File: config.mk
export PLATFORM = sky130hd
export DESIGN_NAME = fifo_display_top
export DESIGN_NICKNAME = d
export VERILOG_FILES = /design/src/display_pkg.sv /design/src/fifo_pkg.sv /design/src/apb_fifo_regs.sv /design/src/ff_fifo.sv /design/src/fifo_display_top.sv /design/src/seg_display_scan.sv
export SDC_FILE = /design/constraint.sdc
export NUM_CORES = 1
export LEC_CHECK = 0
export CAP_MARGIN = 20
export CORE_MARGIN = 10
export CORE_UTILIZATION = 45
export CTS_BUF_LIST = sky130_fd_sc_hd__clkbuf_16
export CTS_CLUSTER_DIAMETER = 200
export CTS_CLUSTER_SIZE = 14
export DETAILED_ROUTE_END_ITERATION = 10
export DONT_BUFFER_PORTS = 1
export SLEW_MARGIN = 20
export SYNTH_ARGS = -nofsm -noshare
export SYNTH_HDL_FRONTEND = slang
export SYNTH_SLANG_ARGS = --single-unit
File: constraint.sdc
create_clock -name clk -period 4.4 [get_ports clk]
set_clock_uncertainty 0.05 [all_clocks]
set_input_delay 0.22 -clock clk [delete_from_list [all_inputs] [get_ports clk]]
set_output_delay 0.22 -clock clk [all_outputs]
set_load 0.05 [all_outputs]
File: src/display_pkg.sv
// Seven-segment display types, hex glyph table and scan rate for the multiplexed display
`default_nettype none

package display_pkg;

  // one digit per FIFO entry
  localparam int N_DIGITS = 8;

  // segments a..g then the dot in bit 0
  typedef logic [7:0]            seg_t;
  // one-hot digit enable, active high
  typedef logic [N_DIGITS - 1:0] digit_sel_t;
  typedef logic [2:0]            digit_idx_t;

  // hex digits 0..F in abcdefgh order
  localparam seg_t SEG_HEX [16] = '{
    8'hfc, 8'h60, 8'hda, 8'hf2,
    8'h66, 8'hb6, 8'hbe, 8'he0,
    8'hfe, 8'hf6, 8'hee, 8'h3e,
    8'h9c, 8'h7a, 8'h9e, 8'h8e
  };

  // middle segment only, marks an unused entry
  localparam seg_t SEG_EMPTY = 8'b0000_0010;

  // decimal point bit
  localparam seg_t SEG_DOT   = 8'b0000_0001;

  // clock cycles each digit stays selected
  localparam int SCAN_DIV = 4;

endpackage

`default_nettype wire

File: src/fifo_pkg.sv
// FIFO geometry, APB register map and bus structs shared by the RTL and the testbench
`default_nettype none

package fifo_pkg;

  // ----------------------------------------
  // FIFO geometry
  // ----------------------------------------

  localparam int FIFO_DEPTH = 8;
  localparam int FIFO_WIDTH = 4;
  localparam int PTR_W      = 3;

  typedef logic [FIFO_WIDTH - 1:0] fifo_data_t;
  typedef logic [PTR_W      - 1:0] fifo_ptr_t;
  // occupancy 0..8 needs one bit more than a pointer
  typedef logic [PTR_W         :0] fifo_count_t;

  // ----------------------------------------
  // APB bus and register map
  // ----------------------------------------

  typedef logic [ 7:0] apb_addr_t;
  typedef logic [31:0] apb_data_t;

  // write pushes low nibble, read pops the head
  localparam apb_addr_t REG_DATA   = 8'h00;
  // bit 0 empty, bit 1 full, bits 7:4 count
  localparam apb_addr_t REG_STATUS = 8'h04;

  typedef struct packed {
    logic      psel;
    logic      penable;
    logic      pwrite;
    apb_addr_t paddr;
    apb_data_t pwdata;
  } apb_req_t;

  typedef struct packed {
    logic      pready;
    apb_data_t prdata;
    logic      pslverr;
  } apb_rsp_t;

  // debug view of the FIFO internals, used by the display
  typedef struct packed {
    logic       [FIFO_DEPTH - 1:0] valid;
    fifo_data_t [FIFO_DEPTH - 1:0] data;
    fifo_ptr_t                     wr_ptr;
    fifo_ptr_t                     rd_ptr;
  } fifo_view_t;

  // access phase tracking of the register slave
  typedef enum logic [1:0] {
    IDLE,
    WAIT,
    DONE
  } acc_state_t;

endpackage

`default_nettype wire

File: src/apb_fifo_regs.sv
// APB slave with one wait state that maps data and status registers onto FIFO push and pop
`timescale 1ns/1ps
`default_nettype none

module apb_fifo_regs
  import fifo_pkg::*;
(
  input  logic        clk,
  input  logic        rst_n,

  input  apb_req_t    apb_req,
  output apb_rsp_t    apb_rsp,

  output logic        push,
  output logic        pop,
  output fifo_data_t  push_data,

  input  logic        empty,
  input  logic        full,
  input  fifo_count_t count,
  input  fifo_data_t  head
);

  acc_state_t state;

  logic       pready_q;
  logic       pslverr_q;
  apb_data_t  prdata_q;

  // second access cycle is next, so decode now
  logic       access_cycle;

  logic       is_data;
  logic       is_status;
  logic       do_push;
  logic       do_pop;
  logic       err;
  apb_data_t  rd_word;

  assign access_cycle = (state == WAIT) && apb_req.psel && apb_req.penable;

  // ----------------------------------------
  // address and direction decode
  // ----------------------------------------

  always_comb
  begin
    is_data   = (apb_req.paddr == REG_DATA);
    is_status = (apb_req.paddr == REG_STATUS);
    do_push   = 1'b0;
    do_pop    = 1'b0;
    err       = 1'b1;
    rd_word   = '0;

    if (is_data && apb_req.pwrite)
    begin
      // refused when full, nothing pushed
      if (!full)
      begin
        do_push = 1'b1;
        err     = 1'b0;
      end
    end
    else if (is_data && !apb_req.pwrite)
    begin
      // refused when empty, data stays zero
      if (!empty)
      begin
        do_pop  = 1'b1;
        err     = 1'b0;
        rd_word = apb_data_t'(head);
      end
    end
    else if (is_status && !apb_req.pwrite)
    begin
      err     = 1'b0;
      rd_word = apb_data_t'({count, 2'b00, full, empty});
    end
    // status writes and unmapped addresses keep err set
  end

  // ----------------------------------------
  // access FSM, one wait state
  // ----------------------------------------

  always_ff @(posedge clk)
  begin
    if (!rst_n)
    begin
      state     <= IDLE;
      pready_q  <= 1'b0;
      pslverr_q <= 1'b0;
      push      <= 1'b0;
      pop       <= 1'b0;
    end
    else
    begin
      // strobes last a single cycle
      pready_q  <= 1'b0;
      pslverr_q <= 1'b0;
      push      <= 1'b0;
      pop       <= 1'b0;

      case (state)
        IDLE:
          // setup phase seen
          if (apb_req.psel && !apb_req.penable)
            state <= WAIT;
        WAIT:
          if (access_cycle)
          begin
            state     <= DONE;
            pready_q  <= 1'b1;
            pslverr_q <= err;
            push      <= do_push;
            pop       <= do_pop;
          end
          else if (!apb_req.psel)
            state <= IDLE;
        DONE:
          state <= IDLE;
        default:
          state <= IDLE;
      endcase
    end
  end

  // response data and write nibble, captured with the decode
  always_ff @(posedge clk)
  begin
    if (access_cycle)
    begin
      prdata_q  <= rd_word;
      push_data <= fifo_data_t'(apb_req.pwdata[FIFO_WIDTH - 1:0]);
    end
  end

  assign apb_rsp = '{pready: pready_q, prdata: prdata_q, pslverr: pslverr_q};

endmodule

`default_nettype wire

File: src/ff_fifo.sv
// Flip-flop FIFO with empty and full flags, occupancy count and a debug view for the display
`timescale 1ns/1ps
`default_nettype none

module ff_fifo
  import fifo_pkg::*;
(
  input  logic        clk,
  input  logic        rst_n,

  input  logic        push,
  input  logic        pop,
  input  fifo_data_t  push_data,

  output logic        empty,
  output logic        full,
  output fifo_count_t count,
  output fifo_data_t  head,

  output fifo_view_t  view
);

  // ----------------------------------------
  // storage and pointers
  // ----------------------------------------

  fifo_data_t [FIFO_DEPTH - 1:0] mem;
  logic       [FIFO_DEPTH - 1:0] valid;

  fifo_ptr_t wr_ptr;
  fifo_ptr_t rd_ptr;

  // flips each time a pointer passes the last entry
  logic      wr_wrap;
  logic      rd_wrap;

  always_ff @(posedge clk)
  begin
    if (!rst_n)
    begin
      wr_ptr  <= '0;
      rd_ptr  <= '0;
      wr_wrap <= 1'b0;
      rd_wrap <= 1'b0;
      valid   <= '0;
    end
    else
    begin
      // requests are already checked against the flags upstream
      if (push)
      begin
        {wr_wrap, wr_ptr} <= {wr_wrap, wr_ptr} + (PTR_W + 1)'(1);
        valid[wr_ptr]     <= 1'b1;
      end

      if (pop)
      begin
        {rd_wrap, rd_ptr} <= {rd_wrap, rd_ptr} + (PTR_W + 1)'(1);
        valid[rd_ptr]     <= 1'b0;
      end
    end
  end

  // entry payload
  always_ff @(posedge clk)
  begin
    if (push)
      mem[wr_ptr] <= push_data;
  end

  // ----------------------------------------
  // flags and count
  // ----------------------------------------

  // same position, wrap bits tell empty from full
  assign empty = (wr_ptr == rd_ptr) && (wr_wrap == rd_wrap);
  assign full  = (wr_ptr == rd_ptr) && (wr_wrap != rd_wrap);

  // modulo difference of the extended pointers
  assign count = fifo_count_t'({wr_wrap, wr_ptr} - {rd_wrap, rd_ptr});

  // oldest entry, valid whenever not empty
  assign head  = mem[rd_ptr];

  // debug export for the display
  assign view  = '{valid: valid, data: mem, wr_ptr: wr_ptr, rd_ptr: rd_ptr};

endmodule

`default_nettype wire

File: src/fifo_display_top.sv
// Top level of the demonstrator, APB port into the FIFO and out to the seven-segment display
`timescale 1ns/1ps
`default_nettype none

module fifo_display_top
  import fifo_pkg::*;
  import display_pkg::*;
(
  input  logic       clk,
  input  logic       rst_n,

  input  apb_req_t   apb_req,
  output apb_rsp_t   apb_rsp,

  output seg_t       abcdefgh,
  output digit_sel_t digit
);

  // ----------------------------------------
  // register side to FIFO
  // ----------------------------------------

  logic        push;
  logic        pop;
  fifo_data_t  push_data;

  logic        empty;
  logic        full;
  fifo_count_t count;
  fifo_data_t  head;

  // FIFO internals for the display
  fifo_view_t  view;

  apb_fifo_regs u_regs (
    .clk       (clk),
    .rst_n     (rst_n),
    .apb_req   (apb_req),
    .apb_rsp   (apb_rsp),
    .push      (push),
    .pop       (pop),
    .push_data (push_data),
    .empty     (empty),
    .full      (full),
    .count     (count),
    .head      (head)
  );

  ff_fifo u_fifo (
    .clk       (clk),
    .rst_n     (rst_n),
    .push      (push),
    .pop       (pop),
    .push_data (push_data),
    .empty     (empty),
    .full      (full),
    .count     (count),
    .head      (head),
    .view      (view)
  );

  // scanned display, digit count matches FIFO depth
  seg_display_scan u_display (
    .clk       (clk),
    .rst_n     (rst_n),
    .view      (view),
    .abcdefgh  (abcdefgh),
    .digit     (digit)
  );

endmodule

`default_nettype wire

File: src/seg_display_scan.sv
// Eight-digit seven-segment scanner that shows the FIFO entries mirrored with pointer dots
`timescale 1ns/1ps
`default_nettype none

module seg_display_scan
  import fifo_pkg::*;
  import display_pkg::*;
(
  input  logic       clk,
  input  logic       rst_n,

  input  fifo_view_t view,

  output seg_t       abcdefgh,
  output digit_sel_t digit
);

  // ----------------------------------------
  // digit scan
  // ----------------------------------------

  logic [$clog2(SCAN_DIV) - 1:0] div_cnt;
  digit_idx_t                    scan_idx;

  always_ff @(posedge clk)
  begin
    if (!rst_n)
    begin
      div_cnt  <= '0;
      scan_idx <= '0;
    end
    else if (div_cnt == ($clog2(SCAN_DIV))'(SCAN_DIV - 1))
    begin
      // move on to the next digit, wraps after the last
      div_cnt  <= '0;
      scan_idx <= scan_idx + digit_idx_t'(1);
    end
    else
    begin
      div_cnt  <= div_cnt + ($clog2(SCAN_DIV))'(1);
    end
  end

  // one-hot select, digit 0 right after reset
  assign digit = digit_sel_t'(1) << scan_idx;

  // ----------------------------------------
  // segment encode
  // ----------------------------------------

  // digit i shows entry depth-1-i
  fifo_ptr_t  ent_idx;
  fifo_data_t ent_data;
  logic       ent_valid;
  logic       dot_on;

  assign ent_idx   = fifo_ptr_t'(FIFO_DEPTH - 1) - fifo_ptr_t'(scan_idx);
  assign ent_data  = view.data[ent_idx];
  assign ent_valid = view.valid[ent_idx];

  // dots follow the digit index, not the mirrored entry
  assign dot_on    = (fifo_ptr_t'(scan_idx) == view.wr_ptr)
                  || (fifo_ptr_t'(scan_idx) == view.rd_ptr);

  always_comb
  begin
    if (ent_valid)
    begin
      abcdefgh = SEG_HEX[ent_data];
      if (dot_on)
        abcdefgh = abcdefgh | SEG_DOT;
    end
    else
    begin
      // unused entry, dash without dot
      abcdefgh = SEG_EMPTY;
    end
  end

endmodule

`default_nettype wire

==> After elaboration in Yosys (flattened, before gate mapping) <==
Memory sizes are Yosys's and may differ from the RTL's.
Index checks and enable logic that the tools add are counted.
Widths: inputs -> output; s select.
{ "totals": {"in_bits": 45, "mem_count": 1, "output_inout_bits": 50, "rom_bits": 128, "ff_bits": 95} }
{ "mem_list": {"columns": ["name", "words", "word_bits", "rd", "rd_ports_with_merged_regs", "wr", "line_no", "source"], "rows": [
  ["(no name shown)", 16, 8, 1, 0, 0, "seg_display_scan.sv:69", "abcdefgh = SEG_HEX[ent_data];"]
]} }
{ "classes": {"n_shift": 1, "bitwise_logic": 8, "n_reduce_logical": 21, "n_mux": 35, "n_lt_le_gt_ge": 6, "n_eq_ne": 10, "n_addsub": 6} }
{ "ops": {"columns": ["op", "count"], "rows": [
  ["$mux 8", 7],
  ["$bwmux 32", 1],
  ["$mux 32", 1],
  ["$bmux 4 s3", 2],
  ["$mux 4", 4],
  ["$demux 4 s3", 1],
  ["$lt 3x4->1 const B", 3],
  ["$mux 1", 12],
  ["$logic_and 1x1->1", 10],
  ["$eq 3x3->1", 3],
  ["$add 4x1->4 const B", 2],
  ["$and 8x8->8", 1],
  ["$eq 8x3->1 const B", 1],
  ["$logic_not 8->1", 1],
  ["$not 8->8", 1],
  ["$or 8x8->8", 1],
  ["$shl 1x3->8 const A", 1],
  ["$demux 1 s3", 2],
  ["$ge 3x1->1 const B", 2],
  ["$mux 2", 3],
  ["$ge 5x5->1 const B", 1],
  ["$not 4->5", 1],
  ["$reduce_or 5->1", 1],
  ["$not 1->1", 4],
  ["other kinds (19)", 21]
]} }

==> Longest topological paths before layout <==
Gate-level depths: netlist (run 1).
{ "depth": {"ltp_word": 9, "mapped_depth": 9, "depth_no_buf": 7} }

==> By module <==
Synthesis (run 1) repeated with hierarchy kept, for this count alone.
{ "hier_totals": {"cells_unflattened": 322, "hier_area_um2": 4005.1} }
{ "by_module_without_submodules": {"columns": ["mod", "area_each_um2", "cells_per_inst", "instances", "seq_area_each_um2"], "rows": [
  ["ff_fifo", 2037.0, 138, 1, 1281.2],
  ["seg_display_scan", 1096.1, 108, 1, 100.1],
  ["apb_fifo_regs", 872.1, 76, 1, 480.5]
]} }

==> Least setup slack after synthesis (run 1) <==
Ideal clock, no wire load.
{ "synth_path": {"kind": "register to output", "start": "register u_display.scan_idx[0]", "end": "output port abcdefgh[2]", "stages_incl_launch_ff": 9, "slack_ps": 762, "arrival_time_ps": 3368, "cell_sequence": "dfxtp_1 -> buf_6 -> buf_6 -> mux4_2 -> mux2i_2 -> inv_1 -> ha_1 -> mux2_1 -> a221oi_1"} }
{ "synth_via": {"elab_chain_cells": 8} }
{ "synth_lines": {"columns": ["item", "line_no", "source"], "rows": [
  ["from (decl)", "seg_display_scan.sv:23", "digit_idx_t scan_idx;"],
  ["from (signal assigned)", "seg_display_scan.sv:36", "scan_idx <= scan_idx + digit_idx_t'(1);"],
  ["$sub 3x3->3 *", "seg_display_scan.sv:57", "assign ent_idx = fifo_ptr_t'(FIFO_DEPTH - 1) - fifo_ptr_t'(scan_idx);"],
  ["$bmux 4 s3", "seg_display_scan.sv:58", "assign ent_data = view.data[ent_idx];"],
  ["$mux 4 (not written as such)", "seg_display_scan.sv:58", null],
  ["$not 4->5 (not written as such)", "seg_display_scan.sv:69", null],
  ["$mem_v2 16x8", null, null],
  ["$mux 8 (not written as such) (2 in a row)", "seg_display_scan.sv:69", null],
  ["$mux 8 *", "seg_display_scan.sv:67", "if (ent_valid)"],
  ["to (decl)", "fifo_display_top.sv:15", "output seg_t abcdefgh,"]
]} }
Mark *: on every way between the ends. The rest lies on a longest branch, timed or not. The select of a mux whose other input is x is not followed.

==> Worst setup path in the final report (run 1) <==
{ "layout_path": {"start": "register u_display.scan_idx[0]", "end": "output port abcdefgh[7]"} }
The elaborated chain is that of the path after synthesis.

==> results.txt, run 1 <==
max-cap violation count = 0
clock-pin slew on the worst setup and hold paths = 0.05 ns
Fmax = 298 MHz
Pleak = 1.62 nW
P_sw = 0.362 mW
die area = 12700 um^2
top cell type's share of synthesized area = 34.2%
post-synthesis cell count = 311
reg2reg end = u_regs.prdata_q[1]
Avg Inst Size Synth = 12.4 um^2
CP Launch Type = flip-flop
source of the critical timing path = u_display.scan_idx[0]
#FFs+latches synth = 71
worst hold slack = 0.00337 ns
Resized cells post-CTS = 0
grt total ovfl = 0
routing usage on met3 = 4.23%
Final Hold Fails = 0
Critical Path End = abcdefgh[7]
routed wire length per instance = 19.1 um
Post-DRT Antenna Nets = 0
classification of the worst setup path = flip-flop to output port
Reg2Reg Depth = 6
share of cells above drive strength 1 = 17.9%
Worst IR Drop VDD = 0.206 mV
combinational power share = 8.9%
Setup Buffers After CTS = 0
drt drc = 0
Sw Ratio = 23.5%
data required time of the critical path = 4.13 ns
Clk pwr share = 44.5%
detailed router's first-iteration violation count = 115
clock tree sinks = 71
met1 usage = 15.1%
R2R Setup Slk = 1.89 ns
dominant synthesized flop cell = edfxtp_1
EDFF count, synth = 44
vias in the first global route = 2480
top cells by area, synth = edfxtp_1 34%, dfxtp_1 14%, mux4_2 9.3%
Int Pwr = 1.17 mW
Worst Path Max Fanout = 9
Setup TNS = 0 ns
maximum buffer depth of the clock tree = 2
largest area contributor in the netlist = edfxtp_1
minimum clock period = 3.35 ns
fin area = 4250 um^2
die width = 113 um
multi-input logic area = 1750 um^2
Slew @ Worst Pin = 1.06 ns
initial antenna violation count = 0
total power draw = 1.54 mW
TritonCTS Buffers = 9
status = complete, no violations
Routed WL = 8330 um
GP Congestion = 0.822
CP arrival = 3.08 ns
type of the most critical hold path = input pin to flip-flop
final-stage net count = 390
Worst-Skew Late Latency = 0.33 ns
asr flop ratio synth = 0%
Layout area overhead = 10.0%
Register Area = 1860 um^2
count of cell types in the netlist = 53
core area = 8300 um^2
synthesized area = 3870 um^2
Port-buffer cells = 0
relative max-transition margin = 28.9%
Worst Setup End Kind = output port
Initial Utilization = 46.6%
Final period util = 76.2%
Setup Viol. Count Final = 0
Antenna Cells = 0
clock root buffer master = clkbuf_16
# IOs = 95
met2 Use GR = 21.9%
DR vias = 2364
FF-to-FF Start = u_fifo.rd_ptr[2]
htree depth = 3
first-pass GRT wire length = 13100 um
synthesis warning total = 0
Fillers = 742
Die H = 113 um
max-slew violations = 0
1st-pass router iterations = 4
PD cells = 361 nW/um^2
sequential share of the synthesized area = 48.2%
final core occ = 51.2%
post-DR vias/cell = 5.43
Sequential Power Share = 46.6%
RSZ-0062 raised after global routing = false
largest net degree at the start of global routing = 20
HPWL reported at the end of detailed placement = 6000 um
Placed Instance Area = 3880 um^2
global route hottest layer = met2
TritonCTS clock tree = done
# rows = 33
Total GRT Usage = 13.1%
area by class of cell:
cell class                      count  share of cell area [%]
Sequential cell                    71                    43.8
Multi-Input combinational cell    209                    41.2
Clock buffer                        9                    5.30
Timing Repair Buffer               20                    4.06
Tap cell                          105                    3.09
Clock inverter                      7                    1.35
Inverter                           14                    1.24
registers in the layout, indices dropped and copies added, names as in the netlist:
name / flops
u_regs.prdata_q: 8
u_fifo.wr_wrap: 1
u_fifo.valid: 8
u_fifo.rd_wrap: 1
u_fifo.view: 32
u_regs.pslverr_q: 1
u_display.div_cnt: 2
u_regs.pop: 1
u_regs.pready_q: 1
u_regs.push: 1
u_fifo.rd_ptr: 3
u_regs.push_data: 4
u_display.scan_idx: 3
u_regs.state: 2
u_fifo.wr_ptr: 3
cell families (layout without fill, tap and decap cells):
| kind of cell | after synthesis | after routing | synth area share (%) |
|---|---|---|---|
| compound gates | 31 | 31 | 6.96 |
| xor+xnor | 14 | 14 | 3.17 |
| fa+ha+maj | 20 | 20 | 6.67 |
| buf+inv | 54 | 50 | 8.90 |
| flops | 71 | 71 | 48.2 |
| mux | 33 | 33 | 14.6 |
| other cells | 1 | 24 | 0.0970 |
| simple gates | 87 | 87 | 11.4 |
synthesized netlist by cell type, drive strengths merged, types with 2 or more instances:
cell type,count
o21ai,2
xor2,5
a31oi,2
nand2,24
xnor2,9
o211a,2
nor2,17
inv,14
dfxtp,27
nand3,6
mux4,16
clkbuf,6
buf,34
nor2b,8
edfxtp,44
ha,19
o22ai,2
a21oi,5
a221oi,3
o221a,7
mux2i,15
nand2b,4
nor3,6
nand3b,2
mux2,2
and2,11
critical path: stages, from the launching register on:
cell and delay (ns):
dfxtp_1 0.32, buf_4 0.20, mux4_2 0.51, mux2i_1 0.42
inv_1 0.18, ha_1 0.26, or4_1 0.54, o311ai_2 0.08
buf_4 0.24
repair_timing:
action / in CTS / in global routing
endpoints found under the setup margin: 0 / 0
hold buffers: 9 / 0
hold endpoints to repair: 25 / 0
per-stage QoR:
step	cells	setup slack, ns
2_1_floorplan	334	0.762
3_3_place_gp	410	1.38
3_5_place_dp	410	1.36
4_1_cts	435	0.998
5_1_grt	435	0.833
6_report	435	1.05
how the worst min path moves through the flow:
stage,from,endpoint,slack (ns),depth (start not counted)
5_1_grt,rst_n,u_display.div_cnt[1],0.009,1
3_5_place_dp,apb_req[41],u_regs.state[0],0.25,1
4_1_cts,rst_n,u_display.div_cnt[1],0.0006,1
6_report,rst_n,u_display.div_cnt[1],0.003,1
2_1_floorplan,apb_req[41],u_regs.state[0],0.25,1
3_3_place_gp,apb_req[41],u_regs.state[0],0.25,1
layer usage:
metal,wire [um],vias to the layer above
met5,0,-
met4,182,0
met3,630,16
met2,4050,83
met1,3470,1155
li1,-,1110
placed cells by master (no fill, tap or decap), drive strengths merged, types with 15 or more instances in the layout:
master   n
conb    24
dfxtp   27
edfxtp  44
ha      19
inv     16
mux2i   15
mux4    16
nand2   24
nor2    17
power by group through the flow:
stage	clock network, mW	registers (mW)	logic, mW
finish	0.683	0.716	0.137
global placement	0	0.729	0.126
global route	0.715	0.716	0.149
CTS	0.693	0.716	0.137
detailed placement	0	0.730	0.128
floorplan	0	0.726	0.140
Power figures use the tool's default switching activity.
==> inputs of run 2 (changes only) <==
Settings changed: ABC_AREA set to 1.
Clock period 4.4 ns to 2.75 ns, I/O delays scaled along.
==> run 2 against run 1 <==
Power rose by 76%. Cell area rose by 4.9%. Global-route usage rose by 1.1 points. Largest power group is now the clock network.
==> results.txt, run 2 <==
Setup Viol. Count Final = 0 (unchanged)
# IOs = 95 (unchanged)
Setup Buffers After CTS = 0 (unchanged)
drt drc = 0 (unchanged)
synthesized area = 3940 um^2 (was 3870 um^2)
EDFF count, synth = 44 (unchanged)
type of the most critical hold path = input pin to flip-flop (unchanged)
grt total ovfl = 0 (unchanged)
HPWL reported at the end of detailed placement = 6690 um (was 6000 um)
minimum clock period = 2.53 ns
most frequent cells in the layout = 75 x nand2_1, 62 x nor2_1, 54 x inv_1, 44 x edfxtp_1, 33 x o21ai_0 (was 44 x edfxtp_1, 27 x dfxtp_1, 24 x nand2_1, 24 x conb_1, 19 x ha_1)
largest net degree at the start of global routing = 24 (was 20)
max-cap violation count = 0 (unchanged)
Avg Inst Size Synth = 8.56 um^2 (was 12.4 um^2)
die width = 114 um (was 113 um)
top cell type's share of synthesized area = 33.6% (was 34.2%)
Fillers = 790 (was 742)
Worst Setup End Kind = output port (unchanged)
RSZ-0062 raised after global routing = false (unchanged)
# rows = 34 (was 33)
Die H = 114 um (was 113 um)
clock tree sinks = 71 (unchanged)
Worst Path Max Fanout = 7 (was 9)
#FFs+latches synth = 71 (unchanged)
CP arrival = 2.34 ns (was 3.08 ns)
Setup TNS = 0 ns (unchanged)
max-slew violations = 0 (unchanged)
R2R Setup Slk = 0.53 ns (was 1.89 ns)
post-synthesis cell count = 460 (was 311)
Port-buffer cells = 0 (unchanged)
largest area contributor in the netlist = edfxtp_1 (unchanged)
Pleak = 1.91 nW (was 1.62 nW)
initial antenna violation count = 0 (unchanged)
Fmax = 396 MHz
share of cells above drive strength 1 = 10.7% (was 17.9%)
Worst-Skew Late Latency = 0.33 ns (about the same)
data required time of the critical path = 2.56 ns (was 4.13 ns)
post-DR vias/cell = 5.05 (was 5.43)
final core occ = 51.6% (was 51.2%)
vias in the first global route = 2950 (was 2480)
worst hold slack = 0.110 ns (was 0.00337 ns)
Final Hold Fails = 0 (unchanged)
die area = 12900 um^2 (was 12700 um^2)
Antenna Cells = 0 (unchanged)
Initial Utilization = 45.6% (was 46.6%)
max reg flops = 32 (unchanged)
synth cell count leaders = 75 x nand2_1, 62 x nor2_1, 52 x inv_1 (was 44 x edfxtp_1, 27 x buf_4, 27 x dfxtp_1)
PD cells = 604 nW/um^2 (was 361 nW/um^2)
Total GRT Usage = 14.2% (was 13.1%)
core area = 8640 um^2 (was 8300 um^2)
synthesis warning total = 0 (unchanged)
dominant synthesized flop cell = edfxtp_1 (unchanged)
DR vias = 3004 (was 2364)
Final period util = 91.9%
TritonCTS Buffers = 9 (unchanged)
detailed router's first-iteration violation count = 231 (was 115)
sequential share of the synthesized area = 47.3% (was 48.2%)
htree depth = 3 (unchanged)
Routed WL = 9020 um (was 8330 um)
count leader, synth = nand2_1 (was edfxtp_1)
first-pass GRT wire length = 14700 um (was 13100 um)
clock root buffer master = clkbuf_16 (unchanged)
1st-pass router iterations = 4 (unchanged)
TritonCTS clock tree = done (unchanged)
maximum buffer depth of the clock tree = 2 (unchanged)
routed wire length per instance = 15.2 um (was 19.1 um)
classification of the worst setup path = flip-flop to output port (unchanged)
GP Congestion = 0.895 (was 0.822)
Worst IR Drop VDD = 0.388 mV (was 0.206 mV)
status = complete, no violations (unchanged)
Slew @ Worst Pin = 0.658 ns (was 1.06 ns)
relative max-transition margin = 56.0% (was 28.9%)
count of cell types in the netlist = 35 (was 53)
clock-pin slew on the worst setup and hold paths = 0.06 ns (was 0.05 ns)
Post-DRT Antenna Nets = 0 (unchanged)
final-stage net count = 547 (was 390)
Layout area overhead = 13.3% (was 10.0%)
top cells by area, synth = edfxtp_1 34%, dfxtp_1 14%, nand2_1 7.2% (was edfxtp_1 34%, dfxtp_1 14%, mux4_2 9.3%)
commonest non-fill, non-tap cell in the layout = nand2_1 (was edfxtp_1)
CP Launch Type = flip-flop (unchanged)
total power draw = 2.70 mW (was 1.54 mW)
asr flop ratio synth = 0% (unchanged)
==> run 2: routing by layer <==
layer  global-route usage (%)  wire length [um]  up-vias
li1                         -                 -     1515
met1                     17.9              3940     1343
met2                     22.1              4090      136
met3                     4.51               910       10
met4                     5.58                81        0
met5                        0                 0        -
==> run 2: cells by family (layout without fill, tap and decap cells) <==
group,count (synthesis),count (layout),synth area share (%)
buffers and inverters,98,102,12.6
AO/OA/AOI/OAI,85,85,12.2
flip-flops,71,71,47.3
adder cells (fa/ha/maj),20,20,6.55
XOR/XNOR,9,9,2.00
AND/OR/NAND/NOR,176,176,19.3
other,1,24,0.0953
==> run 2: cell type report <==
type | instances | area, um^2 | share of cell area, %
multi-input combinational | 314 | 1660 | 37.3
tap | 108 | 135 | 3.03
inverter | 57 | 214 | 4.80
clock buffer | 9 | 225 | 5.05
clock inverter | 7 | 90.1 | 2.02
timing repair buffer | 29 | 265 | 5.95
sequential | 71 | 1870 | 41.8
==> run 2: path summary, 6_finish.rpt <==
check	start	to	cells after the start
worst min register to register	u_display.div_cnt[0]	u_display.div_cnt[0]	1
worst min-delay path	apb_req[40]	u_regs.pop	3
worst max-delay path	u_display.scan_idx[1]	abcdefgh[6]	11
worst max register to register	u_fifo.rd_ptr[1]	u_regs.prdata_q[1]	8
==> run 2: stage by stage <==
stage | setup WS, ns | instance area [um^2] | cells
2_1_floorplan | 0.240 | 4020 | 483
3_3_place_gp | 0.387 | 4050 | 570
3_5_place_dp | 0.360 | 4050 | 570
4_1_cts | 0.187 | 4460 | 595
5_1_grt | 0.0316 | 4460 | 595
6_report | 0.223 | 4460 | 595
==> run 2: power breakdown <==
group / leakage, nW / switching (mW) / internal, mW
clock network: 0.162 / 0.424 / 0.788
registers: 0.613 / 0.0161 / 1.13
logic: 1.13 / 0.245 / 0.0915
total: 1.91 / 0.685 / 2.01
==> run 2: repair_timing <==
action | 4_1_cts | 5_1_grt
pin swaps | 0 | 0
gates resized for setup | 1 | 1
hold buffers | 9 | 0
hold endpoints to repair | 30 | 0
setup endpoints to repair | 1 | 4
==> run 2: critical path: stages (launching register included) <==
cell and delay [ns]:
dfxtp_1 0.31, inv_1 0.24, o211ai_2 0.14, nand2_1 0.08, nand2_1 0.05, nand2_1 0.20, inv_1 0.14, ha_1 0.31
nand3_1 0.11, nand2_1 0.06, a21oi_1 0.15, buf_4 0.22
